--- src/hw/mult16_cfg.svh ---
`ifndef MULT16_CFG_SVH
`define MULT16_CFG_SVH

// Operand and result widths

`define MULT_OPERAND_W  16  // A and B
`define MULT_HALF_W     8   // A bits per reducer

// Eight rows of B shifted by their bit positions
`define MULT_HALF_SUM_W 24

`define MULT_PRODUCT_W  32

`endif

--- src/hw/mult16_pkg.sv ---
`include "mult16_cfg.svh"

package mult16_pkg;

    // ~~~~~~~~~~~~~~~~~~~~~~~~~~~~~~~~~~~~~~~~~~~~~~~~~~~~~~~~~~~~~~~~~~~~
    // Operands
    // ~~~~~~~~~~~~~~~~~~~~~~~~~~~~~~~~~~~~~~~~~~~~~~~~~~~~~~~~~~~~~~~~~~~~

    typedef logic [`MULT_OPERAND_W-1:0] operand_t;

    // One byte of A for one reducer
    typedef logic [`MULT_HALF_W-1:0] half_operand_t;

    typedef struct packed {
        operand_t a;  // Gates the rows
        operand_t b;  // Row value
    } operand_pair_t;

    // ~~~~~~~~~~~~~~~~~~~~~~~~~~~~~~~~~~~~~~~~~~~~~~~~~~~~~~~~~~~~~~~~~~~~
    // Results
    // ~~~~~~~~~~~~~~~~~~~~~~~~~~~~~~~~~~~~~~~~~~~~~~~~~~~~~~~~~~~~~~~~~~~~

    // Sum of eight weighted rows without the byte weight
    typedef logic [`MULT_HALF_SUM_W-1:0] half_sum_t;

    typedef logic [`MULT_PRODUCT_W-1:0] product_t;

endpackage

--- src/hw/gp_adder.sv ---
`timescale 1ns/1ps

module gp_adder #(
    parameter int WIDTH = 16
) (
    input  logic [WIDTH-1:0] in1,
    input  logic [WIDTH-1:0] in2,
    output logic [WIDTH-1:0] sum,
    output logic             cout
);

    logic [WIDTH-1:0] gen;
    logic [WIDTH-1:0] prop;
    logic [WIDTH:0]   carry;

    // ~~~~~~~~~~~~~~~~~~~~~~~~~~~~~~~~~~~~~~~~~~~~~~~~~~~~~~~~~~~~~~~~~~~~
    // Per-bit generate and propagate
    // ~~~~~~~~~~~~~~~~~~~~~~~~~~~~~~~~~~~~~~~~~~~~~~~~~~~~~~~~~~~~~~~~~~~~

    assign gen  = in1 & in2;
    assign prop = in1 ^ in2;

    // ~~~~~~~~~~~~~~~~~~~~~~~~~~~~~~~~~~~~~~~~~~~~~~~~~~~~~~~~~~~~~~~~~~~~
    // Carry chain, bit 0 first
    // ~~~~~~~~~~~~~~~~~~~~~~~~~~~~~~~~~~~~~~~~~~~~~~~~~~~~~~~~~~~~~~~~~~~~

    assign carry[0] = 1'b0;  // No carry-in

    for (genvar i = 0; i < WIDTH; i++) begin : g_carry
        // c[i+1] = g[i] + p[i]c[i]
        assign carry[i+1] = gen[i] | (prop[i] & carry[i]);
    end

    assign sum  = prop ^ carry[WIDTH-1:0];
    assign cout = carry[WIDTH];

endmodule

--- src/hw/pp_half_reducer.sv ---
`timescale 1ns/1ps
`include "mult16_cfg.svh"

module pp_half_reducer (
    input  logic                      clk,
    input  logic                      rst_n,
    input  mult16_pkg::half_operand_t a_half,
    input  mult16_pkg::operand_t      b,
    output mult16_pkg::half_sum_t     half_sum
);

    import mult16_pkg::*;

    // Adder widths per tree level
    localparam int L1_W = `MULT_OPERAND_W + 1;
    localparam int L2_W = L1_W + 2;
    localparam int L3_W = L2_W + 4;

    localparam int ROWS = `MULT_HALF_W;

    operand_t rows [ROWS];

    logic [L1_W-1:0] l1_add  [ROWS/2];
    logic            l1_cout [ROWS/2];
    logic [L1_W:0]   l1_sum  [ROWS/2];  // Carry on top

    logic [L2_W-1:0] l2_add  [ROWS/4];
    logic            l2_cout [ROWS/4];
    logic [L2_W+1:0] l2_sum  [ROWS/4];

    logic [L3_W-1:0] l3_add;
    logic            l3_cout;
    logic [L3_W+2:0] l3_sum;

    half_sum_t sum_next;

    // ~~~~~~~~~~~~~~~~~~~~~~~~~~~~~~~~~~~~~~~~~~~~~~~~~~~~~~~~~~~~~~~~~~~~
    // Partial-product rows
    // ~~~~~~~~~~~~~~~~~~~~~~~~~~~~~~~~~~~~~~~~~~~~~~~~~~~~~~~~~~~~~~~~~~~~

    for (genvar i = 0; i < ROWS; i++) begin : g_row
        assign rows[i] = a_half[i] ? b : '0;
    end

    // ~~~~~~~~~~~~~~~~~~~~~~~~~~~~~~~~~~~~~~~~~~~~~~~~~~~~~~~~~~~~~~~~~~~~
    // Level 1 adds row pairs with the odd row one place up
    // ~~~~~~~~~~~~~~~~~~~~~~~~~~~~~~~~~~~~~~~~~~~~~~~~~~~~~~~~~~~~~~~~~~~~

    for (genvar i = 0; i < ROWS/2; i++) begin : g_lvl1
        gp_adder #(
            .WIDTH (L1_W)
        ) u_add (
            .in1  ({1'b0, rows[2*i]}),
            .in2  ({rows[2*i+1], 1'b0}),
            .sum  (l1_add[i]),
            .cout (l1_cout[i])
        );

        assign l1_sum[i] = {l1_cout[i], l1_add[i]};
    end

    // ~~~~~~~~~~~~~~~~~~~~~~~~~~~~~~~~~~~~~~~~~~~~~~~~~~~~~~~~~~~~~~~~~~~~
    // Level 2 adds sums two places apart
    // ~~~~~~~~~~~~~~~~~~~~~~~~~~~~~~~~~~~~~~~~~~~~~~~~~~~~~~~~~~~~~~~~~~~~

    // Bit 0 of the lower sum has no partner and goes around the adder
    for (genvar j = 0; j < ROWS/4; j++) begin : g_lvl2
        gp_adder #(
            .WIDTH (L2_W)
        ) u_add (
            .in1  ({2'b00, l1_sum[2*j][L1_W:1]}),
            .in2  ({l1_sum[2*j+1], 1'b0}),
            .sum  (l2_add[j]),
            .cout (l2_cout[j])
        );

        assign l2_sum[j] = {l2_cout[j], l2_add[j], l1_sum[2*j][0]};
    end

    // ~~~~~~~~~~~~~~~~~~~~~~~~~~~~~~~~~~~~~~~~~~~~~~~~~~~~~~~~~~~~~~~~~~~~
    // Level 3 adds sums four places apart
    // ~~~~~~~~~~~~~~~~~~~~~~~~~~~~~~~~~~~~~~~~~~~~~~~~~~~~~~~~~~~~~~~~~~~~

    gp_adder #(
        .WIDTH (L3_W)
    ) u_lvl3_add (
        .in1  ({4'b0000, l2_sum[0][L2_W+1:2]}),  // Low two bits bypass
        .in2  ({l2_sum[1], 2'b00}),
        .sum  (l3_add),
        .cout (l3_cout)
    );

    assign l3_sum = {l3_cout, l3_add, l2_sum[0][1:0]};

    // Upper bits beyond 24 are always zero for 8 x 16 bits
    assign sum_next = l3_sum[`MULT_HALF_SUM_W-1:0];

    // ~~~~~~~~~~~~~~~~~~~~~~~~~~~~~~~~~~~~~~~~~~~~~~~~~~~~~~~~~~~~~~~~~~~~
    // Output register
    // ~~~~~~~~~~~~~~~~~~~~~~~~~~~~~~~~~~~~~~~~~~~~~~~~~~~~~~~~~~~~~~~~~~~~

    always_ff @(posedge clk or negedge rst_n) begin
        if (!rst_n) begin
            half_sum <= '0;
        end else begin
            half_sum <= sum_next;  // Every edge
        end
    end

endmodule

--- src/hw/product_combiner.sv ---
`timescale 1ns/1ps
`include "mult16_cfg.svh"

module product_combiner (
    input  logic                  clk,
    input  logic                  rst_n,
    input  logic                  in_valid,
    input  mult16_pkg::half_sum_t lo_sum,
    input  mult16_pkg::half_sum_t hi_sum,
    output mult16_pkg::product_t  product,
    output logic                  out_valid
);

    import mult16_pkg::*;

    logic valid_d1;  // Lines up with the reducer registers

    half_sum_t                 lo_upper;
    half_sum_t                 upper_add;
    logic                      upper_cout;
    logic [`MULT_HALF_SUM_W:0] upper_sum;

    product_t product_next;

    // ~~~~~~~~~~~~~~~~~~~~~~~~~~~~~~~~~~~~~~~~~~~~~~~~~~~~~~~~~~~~~~~~~~~~
    // Weight-eight addition
    // ~~~~~~~~~~~~~~~~~~~~~~~~~~~~~~~~~~~~~~~~~~~~~~~~~~~~~~~~~~~~~~~~~~~~

    // Only the part of lo_sum above the byte boundary meets hi_sum
    assign lo_upper = {{`MULT_HALF_W{1'b0}}, lo_sum[`MULT_HALF_SUM_W-1:`MULT_HALF_W]};

    gp_adder #(
        .WIDTH (`MULT_HALF_SUM_W)
    ) u_upper_add (
        .in1  (lo_upper),
        .in2  (hi_sum),
        .sum  (upper_add),
        .cout (upper_cout)
    );

    assign upper_sum = {upper_cout, upper_add};

    // Carry out of the top never sets for 16 x 16 bits
    assign product_next = {upper_sum[`MULT_HALF_SUM_W-1:0], lo_sum[`MULT_HALF_W-1:0]};

    // ~~~~~~~~~~~~~~~~~~~~~~~~~~~~~~~~~~~~~~~~~~~~~~~~~~~~~~~~~~~~~~~~~~~~
    // Valid tracking and product register
    // ~~~~~~~~~~~~~~~~~~~~~~~~~~~~~~~~~~~~~~~~~~~~~~~~~~~~~~~~~~~~~~~~~~~~

    always_ff @(posedge clk or negedge rst_n) begin
        if (!rst_n) begin
            valid_d1  <= 1'b0;
            out_valid <= 1'b0;
        end else begin
            valid_d1  <= in_valid;
            out_valid <= valid_d1;  // One-cycle pulse per strobe
        end
    end

    // Holds between results
    always_ff @(posedge clk or negedge rst_n) begin
        if (!rst_n) begin
            product <= '0;
        end else if (valid_d1) begin
            product <= product_next;
        end
    end

endmodule

--- src/hw/mult16_top.sv ---
`timescale 1ns/1ps
`include "mult16_cfg.svh"

module mult16_top (
    input  logic                      clk,
    input  logic                      rst_n,
    input  logic                      in_valid,
    input  mult16_pkg::operand_pair_t operands,
    output mult16_pkg::product_t      product,
    output logic                      out_valid
);

    import mult16_pkg::*;

    half_operand_t a_lo;
    half_operand_t a_hi;

    half_sum_t lo_sum;
    half_sum_t hi_sum;

    // ~~~~~~~~~~~~~~~~~~~~~~~~~~~~~~~~~~~~~~~~~~~~~~~~~~~~~~~~~~~~~~~~~~~~
    // Byte split of A
    // ~~~~~~~~~~~~~~~~~~~~~~~~~~~~~~~~~~~~~~~~~~~~~~~~~~~~~~~~~~~~~~~~~~~~

    assign a_lo = operands.a[`MULT_HALF_W-1:0];
    assign a_hi = operands.a[`MULT_OPERAND_W-1:`MULT_HALF_W];

    // ~~~~~~~~~~~~~~~~~~~~~~~~~~~~~~~~~~~~~~~~~~~~~~~~~~~~~~~~~~~~~~~~~~~~
    // Reducers side by side
    // ~~~~~~~~~~~~~~~~~~~~~~~~~~~~~~~~~~~~~~~~~~~~~~~~~~~~~~~~~~~~~~~~~~~~

    pp_half_reducer u_lo_reducer (
        .clk      (clk),
        .rst_n    (rst_n),
        .a_half   (a_lo),
        .b        (operands.b),
        .half_sum (lo_sum)
    );

    // Same rows with the weight applied in the combiner
    pp_half_reducer u_hi_reducer (
        .clk      (clk),
        .rst_n    (rst_n),
        .a_half   (a_hi),
        .b        (operands.b),
        .half_sum (hi_sum)
    );

    product_combiner u_combiner (
        .clk       (clk),
        .rst_n     (rst_n),
        .in_valid  (in_valid),
        .lo_sum    (lo_sum),
        .hi_sum    (hi_sum),
        .product   (product),
        .out_valid (out_valid)
    );

endmodule

--- config.mk ---
export PLATFORM = sky130hd
export DESIGN_NAME = mult16_top
export DESIGN_NICKNAME = d
export VERILOG_FILES = /design/src/hw/mult16_pkg.sv /design/src/hw/gp_adder.sv /design/src/hw/pp_half_reducer.sv /design/src/hw/product_combiner.sv /design/src/hw/mult16_top.sv
export VERILOG_INCLUDE_DIRS = /design/src /design/src/hw
export SDC_FILE = /design/constraint.sdc
export NUM_CORES = 1
export LEC_CHECK = 0
export BUFFER_PORTS_ARGS = -buffer_cell sky130_fd_sc_hd__buf_2
export CAP_MARGIN = 10
export CORE_UTILIZATION = 40
export CTS_CLUSTER_DIAMETER = 30
export DETAILED_ROUTE_END_ITERATION = 7
export PLACE_DENSITY = 0.54
export SETUP_SLACK_MARGIN = 0.4
export SKIP_CTS_REPAIR_TIMING = 1
export SLEW_MARGIN = 20
export SYNTH_ARGS = -nofsm -noshare
export SYNTH_HDL_FRONTEND = slang
export SYNTH_SLANG_ARGS = --single-unit
--- constraint.sdc ---
create_clock -name clk -period 11.9 [get_ports clk]
set_clock_uncertainty 0.15 [all_clocks]
set_input_delay 0 -clock clk [delete_from_list [all_inputs] [get_ports clk]]
set_output_delay 0 -clock clk [all_outputs]
set_load 0.02 [all_outputs]
==> results of run 1 <==
metal layers:
metal	global-route usage (%)	vias up
met3	2.51	16
met2	28.4	68
met4	4.24	2
li1	-	2368
met1	24.0	2886
met5	0	-
cell families after synthesis:
logic type      synth area share [%]
mux                             4.89
simple gates                    11.7
buf+inv                         7.17
xor+xnor                       0.286
fa+ha+maj                       53.4
flops                           22.4
compound gates                 0.218
critical path: cells and delay by family:
kind / cells / cell delay [ps]
buf+inv: 3 / 370
fa+ha+maj: 24 / 9930
simple gates: 1 / 200
xor+xnor: 1 / 150
compound gates: 1 / 150
power breakdown:
part | switching [uW] | internal [uW]
registers | 76.0 | 421
clock network | 120 | 170
logic | 525 | 482
stage by stage:
stage	util [%]	area, um^2
after floorplan	-	9180
after global placement	42.6	9620
after detailed placement	42.6	9620
after CTS	44.0	9930
after global routing	44.3	10000
final	44.3	10000
cell type report:
type                    count  area (um^2)  area share (%)
multi-input cells         553         6470            64.7
flip-flops and latches     82         2050            20.5
repair buffers             76          423            4.23
inverters                 103          387            3.87
well taps                 285          357            3.57
clock buffers              10          239            2.39
clock inverters             6         71.3           0.713
diodes                      1         2.50          0.0250
synthesized netlist by cell type:
cell type | number | area share, %
sky130_fd_sc_hd__clkbuf_1 | 16 | 0.65
sky130_fd_sc_hd__buf_2 | 28 | 1.5
sky130_fd_sc_hd__mux2i_1 | 1 | 0.11
sky130_fd_sc_hd__mux2_2 | 3 | 0.37
sky130_fd_sc_hd__fa_1 | 221 | 48
sky130_fd_sc_hd__buf_6 | 1 | 0.12
sky130_fd_sc_hd__inv_1 | 103 | 4.2
sky130_fd_sc_hd__and2_1 | 44 | 3.0
sky130_fd_sc_hd__a21o_1 | 2 | 0.16
sky130_fd_sc_hd__nand2_1 | 212 | 8.7
sky130_fd_sc_hd__xor2_1 | 2 | 0.19
sky130_fd_sc_hd__dfrtp_1 | 82 | 22
sky130_fd_sc_hd__ha_1 | 38 | 5.2
sky130_fd_sc_hd__mux2_4 | 27 | 4.4
sky130_fd_sc_hd__a21oi_1 | 1 | 0.054
sky130_fd_sc_hd__nor2_1 | 1 | 0.041
sky130_fd_sc_hd__xnor2_1 | 1 | 0.095
sky130_fd_sc_hd__buf_12 | 3 | 0.65
state kept, by name, summed over array words and instances (netlist names):
name / count
u_combiner.out_valid: 1
u_combiner.product: 32
u_combiner.valid_d1: 1
u_lo_reducer.half_sum: 24
u_hi_reducer.half_sum: 24
worst paths after layout:
| check | end | slack [ps] | depth (start not counted) |
|---|---|---|---|
| min in group asynchronous | u_combiner.product[3] | 270 | 3 |
| min reg2reg | u_combiner.product[6] | 330 | 1 |
| max reg2reg | u_combiner.product[31] | 3570 | 27 |
| min | u_hi_reducer.half_sum[4] | 50 | 3 |
| max in group asynchronous | u_hi_reducer.half_sum[22] | 10700 | 3 |
| max | u_lo_reducer.half_sum[23] | 1180 | 30 |
==> summary.txt, run 1 <==
FLOW RUN
---------------------------------------------------------------------------------
Number of maximum-capacitance violations                                        0

STA
---------------------------------------------------------------------------------
RSZ-0062 raised after global routing                                        false
Final Hold Vio Count                                                            0
Number of setup violations in the final report                                  0
Hold slack                                                                52.3 ps
Slew at the pin closest to its max-slew limit                             1000 ps
Min setup slack post-route                                                1180 ps
Slew Limit Headroom                                                         33.0%
Crit share post-route                                                       90.0%
Final critical delay including setup and external delays                 10720 ps
Setup TNS                                                                    0 ps
Max-slew violations                                                             0
Highest achievable clock rate                                          0.0933 GHz

LOGIC SYNTHESIS
---------------------------------------------------------------------------------
Average size of a mapped cell                                           11.7 um^2
Number of cells produced by synthesis                                         786
Summed instance area of the synthesized netlist                      0.00918 mm^2
Post-Syn Nets                                                                1080
Yosys reg bits                                                                 82
Post-synth cell types                                                          18
Share of the yosys chip area belonging to registers                         22.4%
Number of warnings printed during yosys synthesis                               0

CTS
---------------------------------------------------------------------------------
CTS tree                                                                    built
Htree depth                                                                     3
Root Buffer Master                                                   sky130_fd_sc_hd__clkbuf_16
Source-to-sink clock delay at the later pin of the worst-skew pair         340 ps
Number of buffers between clock root and the deepest sink                       2
Clock transition at the registers of the reported paths                     70 ps
Clock sink count                                                               82
CTS buffer count                                                                9

SETUP PATH
---------------------------------------------------------------------------------
Worst reg2reg startpoint                                             u_hi_reducer.half_sum[0]
Arrival time at the worst endpoint                                       10800 ps
Worst setup EP type                                                          flop
Most repeated library cell on the critical path                      sky130_fd_sc_hd__fa_1
Worst-path fanout max                                                          16
CP startpoint                                                        operands[17]
Slowest cell on crit path                                            sky130_fd_sc_hd__fa_1
Nature of the critical path startpoint                                  input pin
Type of the worst setup path                                         input pin to flop
Biggest cell delay along the critical path                                 530 ps
Critical path data required time                                         11980 ps

ROUTE
---------------------------------------------------------------------------------
WL per Instance                                                           16.1 um
Met1 Wirelength                                                           8230 um
DR vias/cell                                                                 4.78
Met3 routed WL                                                             463 um
Detailed route wirelength on metal2                                       9010 um
Drc violations                                                                  0
Antenna viol nets, final                                                        0
Total via count in the routed design                                         5340
1st-pass router iterations                                                      4
Total wirelength of the detailed-routed design                           17900 um
Highest signal layer in the routed design                                    met5
DRT iter0 DRCs                                                                193

FINAL LAYOUT
---------------------------------------------------------------------------------
Final std cells w/o fill                                                     1116
Layout overhead on the synthesized area                                     8.95%
Most common cell after layout, fill and taps aside                   sky130_fd_sc_hd__fa_1
Number of nets at the end of the flow                                        1119
Fraction of layout instances using a drive strength above 1                 14.0%
Commonest cells after routing, fill and taps aside                   221 x sky130_fd_sc_hd__fa_1, 212 x sky130_fd_sc_hd__nand2_1, 103 x sky130_fd_sc_hd__inv_1
Fillcell total                                                               2148

FLOORPLAN
---------------------------------------------------------------------------------
Die Wd                                                                     153 um
Chip Height                                                                153 um
Effective utilization at floorplan                                          40.7%
Placeable Area                                                        0.0226 mm^2
Number of placement rows                                                       55
Die ar.                                                               0.0236 mm^2
I/O pin total                                                                  68

GLOBAL ROUTE
---------------------------------------------------------------------------------
Largest net degree at the start of global routing                              75
Overflow left after global routing                                              0
Vias in the first global route                                               5900
Number of antenna violations at the first check in global routing               2
Global-route wire length before repair                                   31300 um
Total GRT Usage                                                             17.2%

PLACE
---------------------------------------------------------------------------------
Placed cells                                                                 1092
DPL Wire Length                                                          14400 um
Port Buffers                                                                   67
GPL Wtd Cong                                                                0.796
Post-place setup slack                                                     737 ps

WORST HOLD PATH
---------------------------------------------------------------------------------
Min-Delay Startpoint                                                  operands[0]
Path class of the lowest-slack min-delay path                        input pin to flop

POWER
---------------------------------------------------------------------------------
Total power                                                               1790 uW
Power Dens Cells                                                      179 mW/mm^2
Leakage power of the design                                            0.00446 uW
Worst IR Drop VDD                                                     0.0000955 V

RUN STATUS
---------------------------------------------------------------------------------
Result of the run                                                    finished clean

No activity file was read; power rests on OpenSTA's default activity.
==> run 2: changes to the inputs <==
Settings changed: CELL_PAD_IN_SITES_DETAIL_PLACEMENT set to 1, CELL_PAD_IN_SITES_GLOBAL_PLACEMENT set to 1, PLACE_DENSITY 0.54 to 0.64.
==> run 2 against run 1 <==
The flow now finishes with violations (hold timing). Clock-buffer cell count stayed put. Cell count hardly changed. Via count is 0.66% higher.
==> summary.txt, run 2 (same netlist as run 1, synthesis figures left out) <==
WORST HOLD PATH
----------------------------------------------------------------------------------
Hold depth                                                                       3   unchanged
Path class of the lowest-slack min-delay path                         input pin to flop

CTS
----------------------------------------------------------------------------------
Root Buffer Master                                                    sky130_fd_sc_hd__clkbuf_16
CTS tree                                                                     built
Clock sink count                                                                82   unchanged
Htree depth                                                                      3   unchanged
CTS buffer count                                                                 9   unchanged
Clock transition at the registers of the reported paths                      70 ps   about the same
Number of buffers between clock root and the deepest sink                        2   unchanged
Source-to-sink clock delay at the later pin of the worst-skew pair          350 ps   about the same

FINAL LAYOUT
----------------------------------------------------------------------------------
Fraction of layout instances using a drive strength above 1                  14.1%   +0.12 points
Layout overhead on the synthesized area                                      8.79%
Number of flip-flops under the largest register name                            32   unchanged
Commonest cells after routing, fill and taps aside                    221 x sky130_fd_sc_hd__fa_1, 212 x sky130_fd_sc_hd__nand2_1, 103 x sky130_fd_sc_hd__inv_1
Most common cell after layout, fill and taps aside                    sky130_fd_sc_hd__fa_1
Register name with the most flops                                     u_combiner.product
Number of nets at the end of the flow                                         1119   unchanged
Final std cells w/o fill                                                      1115   -0.090%
Largest registers in the final layout                                 u_combiner.product (32), u_hi_reducer.half_sum (24), u_lo_reducer.half_sum (24)
Count of inserted antenna diode cells                                            0   -1

SETUP PATH
----------------------------------------------------------------------------------
Worst setup EP type                                                           flop
Nature of the critical path startpoint                                   input pin
Type of the worst setup path                                          input pin to flop
Most repeated library cell on the critical path                       sky130_fd_sc_hd__fa_1
Slowest cell on crit path                                             sky130_fd_sc_hd__fa_1
Critical path data required time                                          11990 ps   about the same
Family of cells with the greatest summed delay on the critical path    adder cells
Biggest cell delay along the critical path                                  550 ps   +20 ps
Arrival time at the worst endpoint                                        10870 ps   +70 ps
FF-to-FF setup slack                                                       3600 ps   +30 ps
Length in cells of the worst reg-to-reg path                                    27   unchanged
Worst-path fanout max                                                           16   unchanged
Cell count along the critical path                                              30   unchanged
CP bufs+invs                                                                     3   unchanged

POWER
----------------------------------------------------------------------------------
Leakage power of the design                                             0.00445 uW   -0.23%
Switching component of the power                                            739 uW   +2.4%
Internal power                                                             1060 uW   -1.5%
Proportion of power drawn by flip-flops and latches                          27.9%   +0.2 points
Power Dens Cells                                                       180 mW/mm^2   +0.23%
Clock power share                                                            15.2%   -1.0 points
Switch share                                                                 41.1%   +0.95 points
Part of the total power dissipated in combinational logic                    56.9%   +0.8 points
Worst IR Drop VDD                                                      0.0000689 V   -28%

RUN STATUS
----------------------------------------------------------------------------------
Failing checks                                                         hold timing
Result of the run                                                     complete, but fails checks

FLOORPLAN
----------------------------------------------------------------------------------
Number of placement rows                                                        55   unchanged
Chip Height                                                                 153 um   unchanged
Die ar.                                                                0.0236 mm^2   unchanged
I/O pin total                                                                   68   unchanged
Die Wd                                                                      153 um   unchanged
Placeable Area                                                         0.0226 mm^2   unchanged
Effective utilization at floorplan                                           40.7%   unchanged

ROUTE
----------------------------------------------------------------------------------
Drc violations                                                                   0   unchanged
Total wirelength of the detailed-routed design                            20000 um   +11%
1st-pass router iterations                                                       4   unchanged
Antenna viol nets, final                                                         0   unchanged
DRT iter0 DRCs                                                                 198   +2.6%
Total via count in the routed design                                          5375   +0.66%
WL per Instance                                                            17.9 um   +11%
DR vias/cell                                                                  4.82   +0.75%

STA
----------------------------------------------------------------------------------
Setup TNS                                                                     0 ps   unchanged
RSZ-0062 raised after global routing                                         false
Hold slack                                                                -5.17 ps   -57.5 ps
Final Hold Vio Count                                                             1   +1
Crit share post-route                                                        90.6%   +0.53 points
Slew at the pin closest to its max-slew limit                              1010 ps   +0.645 ps
Final critical delay including setup and external delays                  10780 ps   +62.7 ps
Slew Limit Headroom                                                          33.0%   -0.043 points
Highest achievable clock rate                                           0.0928 GHz   -0.58%
Max-slew violations                                                              0   unchanged
Number of setup violations in the final report                                   0   unchanged

FLOW RUN
----------------------------------------------------------------------------------
Number of maximum-capacitance violations                                         0   unchanged

PLACE
----------------------------------------------------------------------------------
DPL Wire Length                                                           16300 um   +13%
Port Buffers                                                                    67   unchanged
Placed cells                                                                  1092   unchanged
GPL Wtd Cong                                                                 0.753   -5.4%

GLOBAL ROUTE
----------------------------------------------------------------------------------
Number of antenna violations at the first check in global routing                0   -2
Global-route wire length before repair                                    34200 um   +9.2%
Largest net degree at the start of global routing                               58   -23%
Total GRT Usage                                                              19.0%   +1.8 points
Vias in the first global route                                                6348   +7.6%
Overflow left after global routing                                               0   unchanged

[run 2: cell types whose count changed in the layout (fill, tap and decap cells not counted), sizes merged]
cell and change:
buf +1, diode -1, bufinv -1, clkinv -1, clkinvlp +1, inv +1
dlygate4sd3 -1
[run 2: layout make-up]
type | count | area [um^2]
Clock buffer | 10 | 239
Clock inverter | 6 | 48.8
Fill cell | 2423 | 12600
Inverter | 103 | 387
Multi-Input combinational cell | 553 | 6470
Sequential cell | 82 | 2050
Tap cell | 285 | 357
Timing Repair Buffer | 76 | 433
[run 2: metal layers]
layer	track usage [%]	vias to the layer above	wire length (um)
met2	33.6	69	10500
li1	-	2361	-
met5	0	-	0
met1	24.5	2924	8670
met3	2.48	21	452
met4	5.10	0	312
[run 2: worst min-delay path: stages]
cell                     delay, ps
sky130_fd_sc_hd__buf_2         160
sky130_fd_sc_hd__and2_1        160
sky130_fd_sc_hd__ha_1          140
[run 2: path summary, 6_finish.rpt]
check / end / from
worst max-delay path: u_lo_reducer.half_sum[23] / operands[16]
worst min-delay path: u_hi_reducer.half_sum[1] / operands[0]
worst max register to register: u_combiner.product[31] / u_hi_reducer.half_sum[0]
worst min register to register: u_combiner.product[7] / u_lo_reducer.half_sum[7]
max in group asynchronous: u_combiner.valid_d1 / rst_n
min in group asynchronous: u_combiner.product[30] / rst_n
[run 2: power by group through the flow]
stage                     sequential, uW  clock, uW  combinational, uW
after floorplan                      543          0                666
after CTS                            507        281               1060
after global placement               508          0               1020
after detailed placement             511          0               1050
final                                501        272               1020
after global routing                 517        292               1180
[run 2: metrics by stage]
stage	util, %	instance area, um^2	total power (uW)	worst slack (ps)
after floorplan	-	9180	1210	1190
after global placement	42.6	9620	1530	824
after detailed placement	42.6	9620	1560	653
after CTS	43.9	9910	1850	1030
after global routing	44.2	9990	1990	601
final	44.2	9990	1800	1120
==> run 3: changes to the inputs <==
Settings changed: CORE_UTILIZATION 40 to 55, PLACE_DENSITY 0.64 to 0.85.
==> run 3 against run 2 <==
Critical path type unchanged. Design area down 1.2%. Highest routed layer unchanged. Fmax down 2.9%. Sequential power up 2%. Non-clock buffer count down 4. Hold slack better by 70 ps. Worst setup slack worse by 320 ps. The run now ends clean.
==> summary.txt, run 3 (same netlist as run 1, synthesis figures left out) <==
FINAL LAYOUT
---------------------------------------------------------------------------------
Post-route cell area                                                 0.00987 mm^2   -1.2%
Number of nets at the end of the flow                                        1115   -0.36%
Count of inserted antenna diode cells                                           0   unchanged
Largest registers in the final layout                                u_combiner.product (32), u_hi_reducer.half_sum (24), u_lo_reducer.half_sum (24)
Layout overhead on the synthesized area                                     7.48%
Fraction of layout instances using a drive strength above 1                 13.7%   -0.42 points
Area taken by multi-input logic gates                                0.00647 mm^2   unchanged
Area taken by flip-flops and latches                                 0.00205 mm^2   unchanged
Register name with the most flops                                    u_combiner.product
Commonest cells after routing, fill and taps aside                   221 x sky130_fd_sc_hd__fa_1, 212 x sky130_fd_sc_hd__nand2_1, 103 x sky130_fd_sc_hd__inv_1
Most common cell after layout, fill and taps aside                   sky130_fd_sc_hd__fa_1
Number of flip-flops under the largest register name                           32   unchanged
Fillcell total                                                               1723   -29%

CTS
---------------------------------------------------------------------------------
Number of buffers between clock root and the deepest sink                       2   unchanged
Source-to-sink clock delay at the later pin of the worst-skew pair         360 ps   about the same
CTS buffer count                                                                9   unchanged
Clock transition at the registers of the reported paths                     70 ps   about the same
Clock sink count                                                               82   unchanged
Htree depth                                                                     3   unchanged
CTS tree                                                                    built
Root Buffer Master                                                   sky130_fd_sc_hd__clkbuf_16

SETUP PATH
---------------------------------------------------------------------------------
Length in cells of the worst reg-to-reg path                                   27   unchanged
FF-to-FF setup slack                                                      3420 ps   -180 ps
Worst-path fanout max                                                          16   unchanged
Critical path data required time                                         12000 ps   about the same
Slowest cell on crit path                                            sky130_fd_sc_hd__fa_1
Most repeated library cell on the critical path                      sky130_fd_sc_hd__fa_1
Critical register-to-register path endpoint                          u_combiner.product[31]
Worst reg2reg startpoint                                             u_hi_reducer.half_sum[0]
Worst setup EP type                                                          flop
Biggest cell delay along the critical path                                 600 ps   +50 ps
Arrival time at the worst endpoint                                       11200 ps   +330 ps
Type of the worst setup path                                         input pin to flop
CP startpoint                                                        operands[17]
Nature of the critical path startpoint                                  input pin

PLACE
---------------------------------------------------------------------------------
GPL Wtd Cong                                                                0.862   +14%
Placed cell area                                                     0.00952 mm^2   -1.1%
Port Buffers                                                                   67   unchanged
DPL Wire Length                                                          18600 um   +14%
Post-place setup slack                                                     446 ps   -207 ps

FLOORPLAN
---------------------------------------------------------------------------------
Die Wd                                                                     131 um   -15%
Chip Height                                                                131 um   -15%
I/O pin total                                                                  68   unchanged
Number of placement rows                                                       46   -16%
Effective utilization at floorplan                                          57.0%   +16 points
Die ar.                                                               0.0172 mm^2   -27%
Placeable Area                                                        0.0161 mm^2   -29%

GLOBAL ROUTE
---------------------------------------------------------------------------------
Total GRT Usage                                                             30.8%   +12 points
Global-route wire length before repair                                   39400 um   +15%
Largest net degree at the start of global routing                              83   +43%
Vias in the first global route                                               7223   +14%
Overflow left after global routing                                              0   unchanged
Number of antenna violations at the first check in global routing               0   unchanged

STA
---------------------------------------------------------------------------------
Setup TNS                                                                    0 ps   unchanged
Crit share post-route                                                       93.3%   +2.7 points
Highest achievable clock rate                                          0.0901 GHz   -2.9%
Slew Limit Headroom                                                         30.3%   -2.6 points
Final Hold Vio Count                                                            0   -1
RSZ-0062 raised after global routing                                        false
Slew at the pin closest to its max-slew limit                             1040 ps   +39.4 ps
Final critical delay including setup and external delays                 11100 ps   +321 ps
Number of setup violations in the final report                                  0   unchanged
Min setup slack post-route                                                 801 ps   -321 ps
Max-slew violations                                                             0   unchanged

POWER
---------------------------------------------------------------------------------
Power Dens Cells                                                      194 mW/mm^2   +7.7%
Total power                                                               1910 uW   +6.4%
Worst IR Drop VDD                                                      0.000139 V   +100%
Leakage power of the design                                            0.00443 uW   -0.39%

FLOW RUN
---------------------------------------------------------------------------------
Number of maximum-capacitance violations                                        0   unchanged

WORST HOLD PATH
---------------------------------------------------------------------------------
Hold Path Sink                                                       u_hi_reducer.half_sum[1]
Min-Delay Startpoint                                                  operands[1]
Hold depth                                                                      3   unchanged
Path class of the lowest-slack min-delay path                        input pin to flop

ROUTE
---------------------------------------------------------------------------------
1st-pass router iterations                                                      4   unchanged
Total wirelength of the detailed-routed design                           24100 um   +21%
DR vias/cell                                                                 5.55   +15%
Antenna viol nets, final                                                        0   unchanged
Drc violations                                                                  0   unchanged
WL per Instance                                                           23.2 um   +29%
DRT iter0 DRCs                                                                246   +24%
Total via count in the routed design                                         5780   +7.5%

RUN STATUS
---------------------------------------------------------------------------------
Result of the run                                                    finished clean

==> run 3: cell types whose count changed in the layout (fill, tap and decap cells not counted), sizes merged <==
cell,before,now
buf,70,67
bufinv,0,1
clkinv,0,1
dlygate4sd3,6,5
inv,106,104
==> run 3: through the flow <==
| step | utilization (%) | instances | hold slack [ps] |
|---|---|---|---|
| 2_1_floorplan | - | 786 | -446 |
| 3_3_place_gp | 59.1 | 1021 | -42.0 |
| 3_5_place_dp | 59.1 | 1021 | -39.4 |
| 4_1_cts | 60.9 | 1037 | -405 |
| 5_1_grt | 61.2 | 1042 | 104 |
| 6_report | 61.2 | 1042 | 65.1 |
==> run 3: how the worst max path moves through the flow <==
stage	to	slack [ps]	cells past startpoint
floorplan	u_lo_reducer.half_sum[23]	1190	30
global placement	u_lo_reducer.half_sum[23]	830	30
detailed placement	u_lo_reducer.half_sum[23]	450	30
CTS	u_hi_reducer.half_sum[23]	770	30
global route	u_hi_reducer.half_sum[23]	460	30
finish	u_lo_reducer.half_sum[23]	800	30
==> run 3: metal layers <==
layer	vias up	share of wire (%)	GRT usage (%)
met5	-	0	0
met4	0	4.5	15.6
met3	78	3.3	3.47
met2	182	56	56.4
met1	3166	36	35.7
li1	2354	-	-
==> run 3: cell type report <==
cell class | count | share of cell area (%)
Clock inverter | 6 | 0.672
Sequential cell | 82 | 20.8
Inverter | 103 | 3.92
Clock buffer | 10 | 2.32
Timing Repair Buffer | 72 | 3.97
Tap cell | 216 | 2.74
Multi-Input combinational cell | 553 | 65.6
==> run 3: critical path, delay by kind of cell <==
kind	cells	cell delay, ps
adder cells (fa/ha/maj)	24	10260
buffers and inverters	3	420
AND/OR/NAND/NOR	1	190
XOR/XNOR	1	160
AO/OA/AOI/OAI	1	150
==> run 3: where the power goes <==
group | leakage [uW] | internal (uW) | switching [uW]
combinational | 0.00333 | 508 | 598
sequential | 0.000970 | 421 | 91.9
clock | 0.000135 | 163 | 127
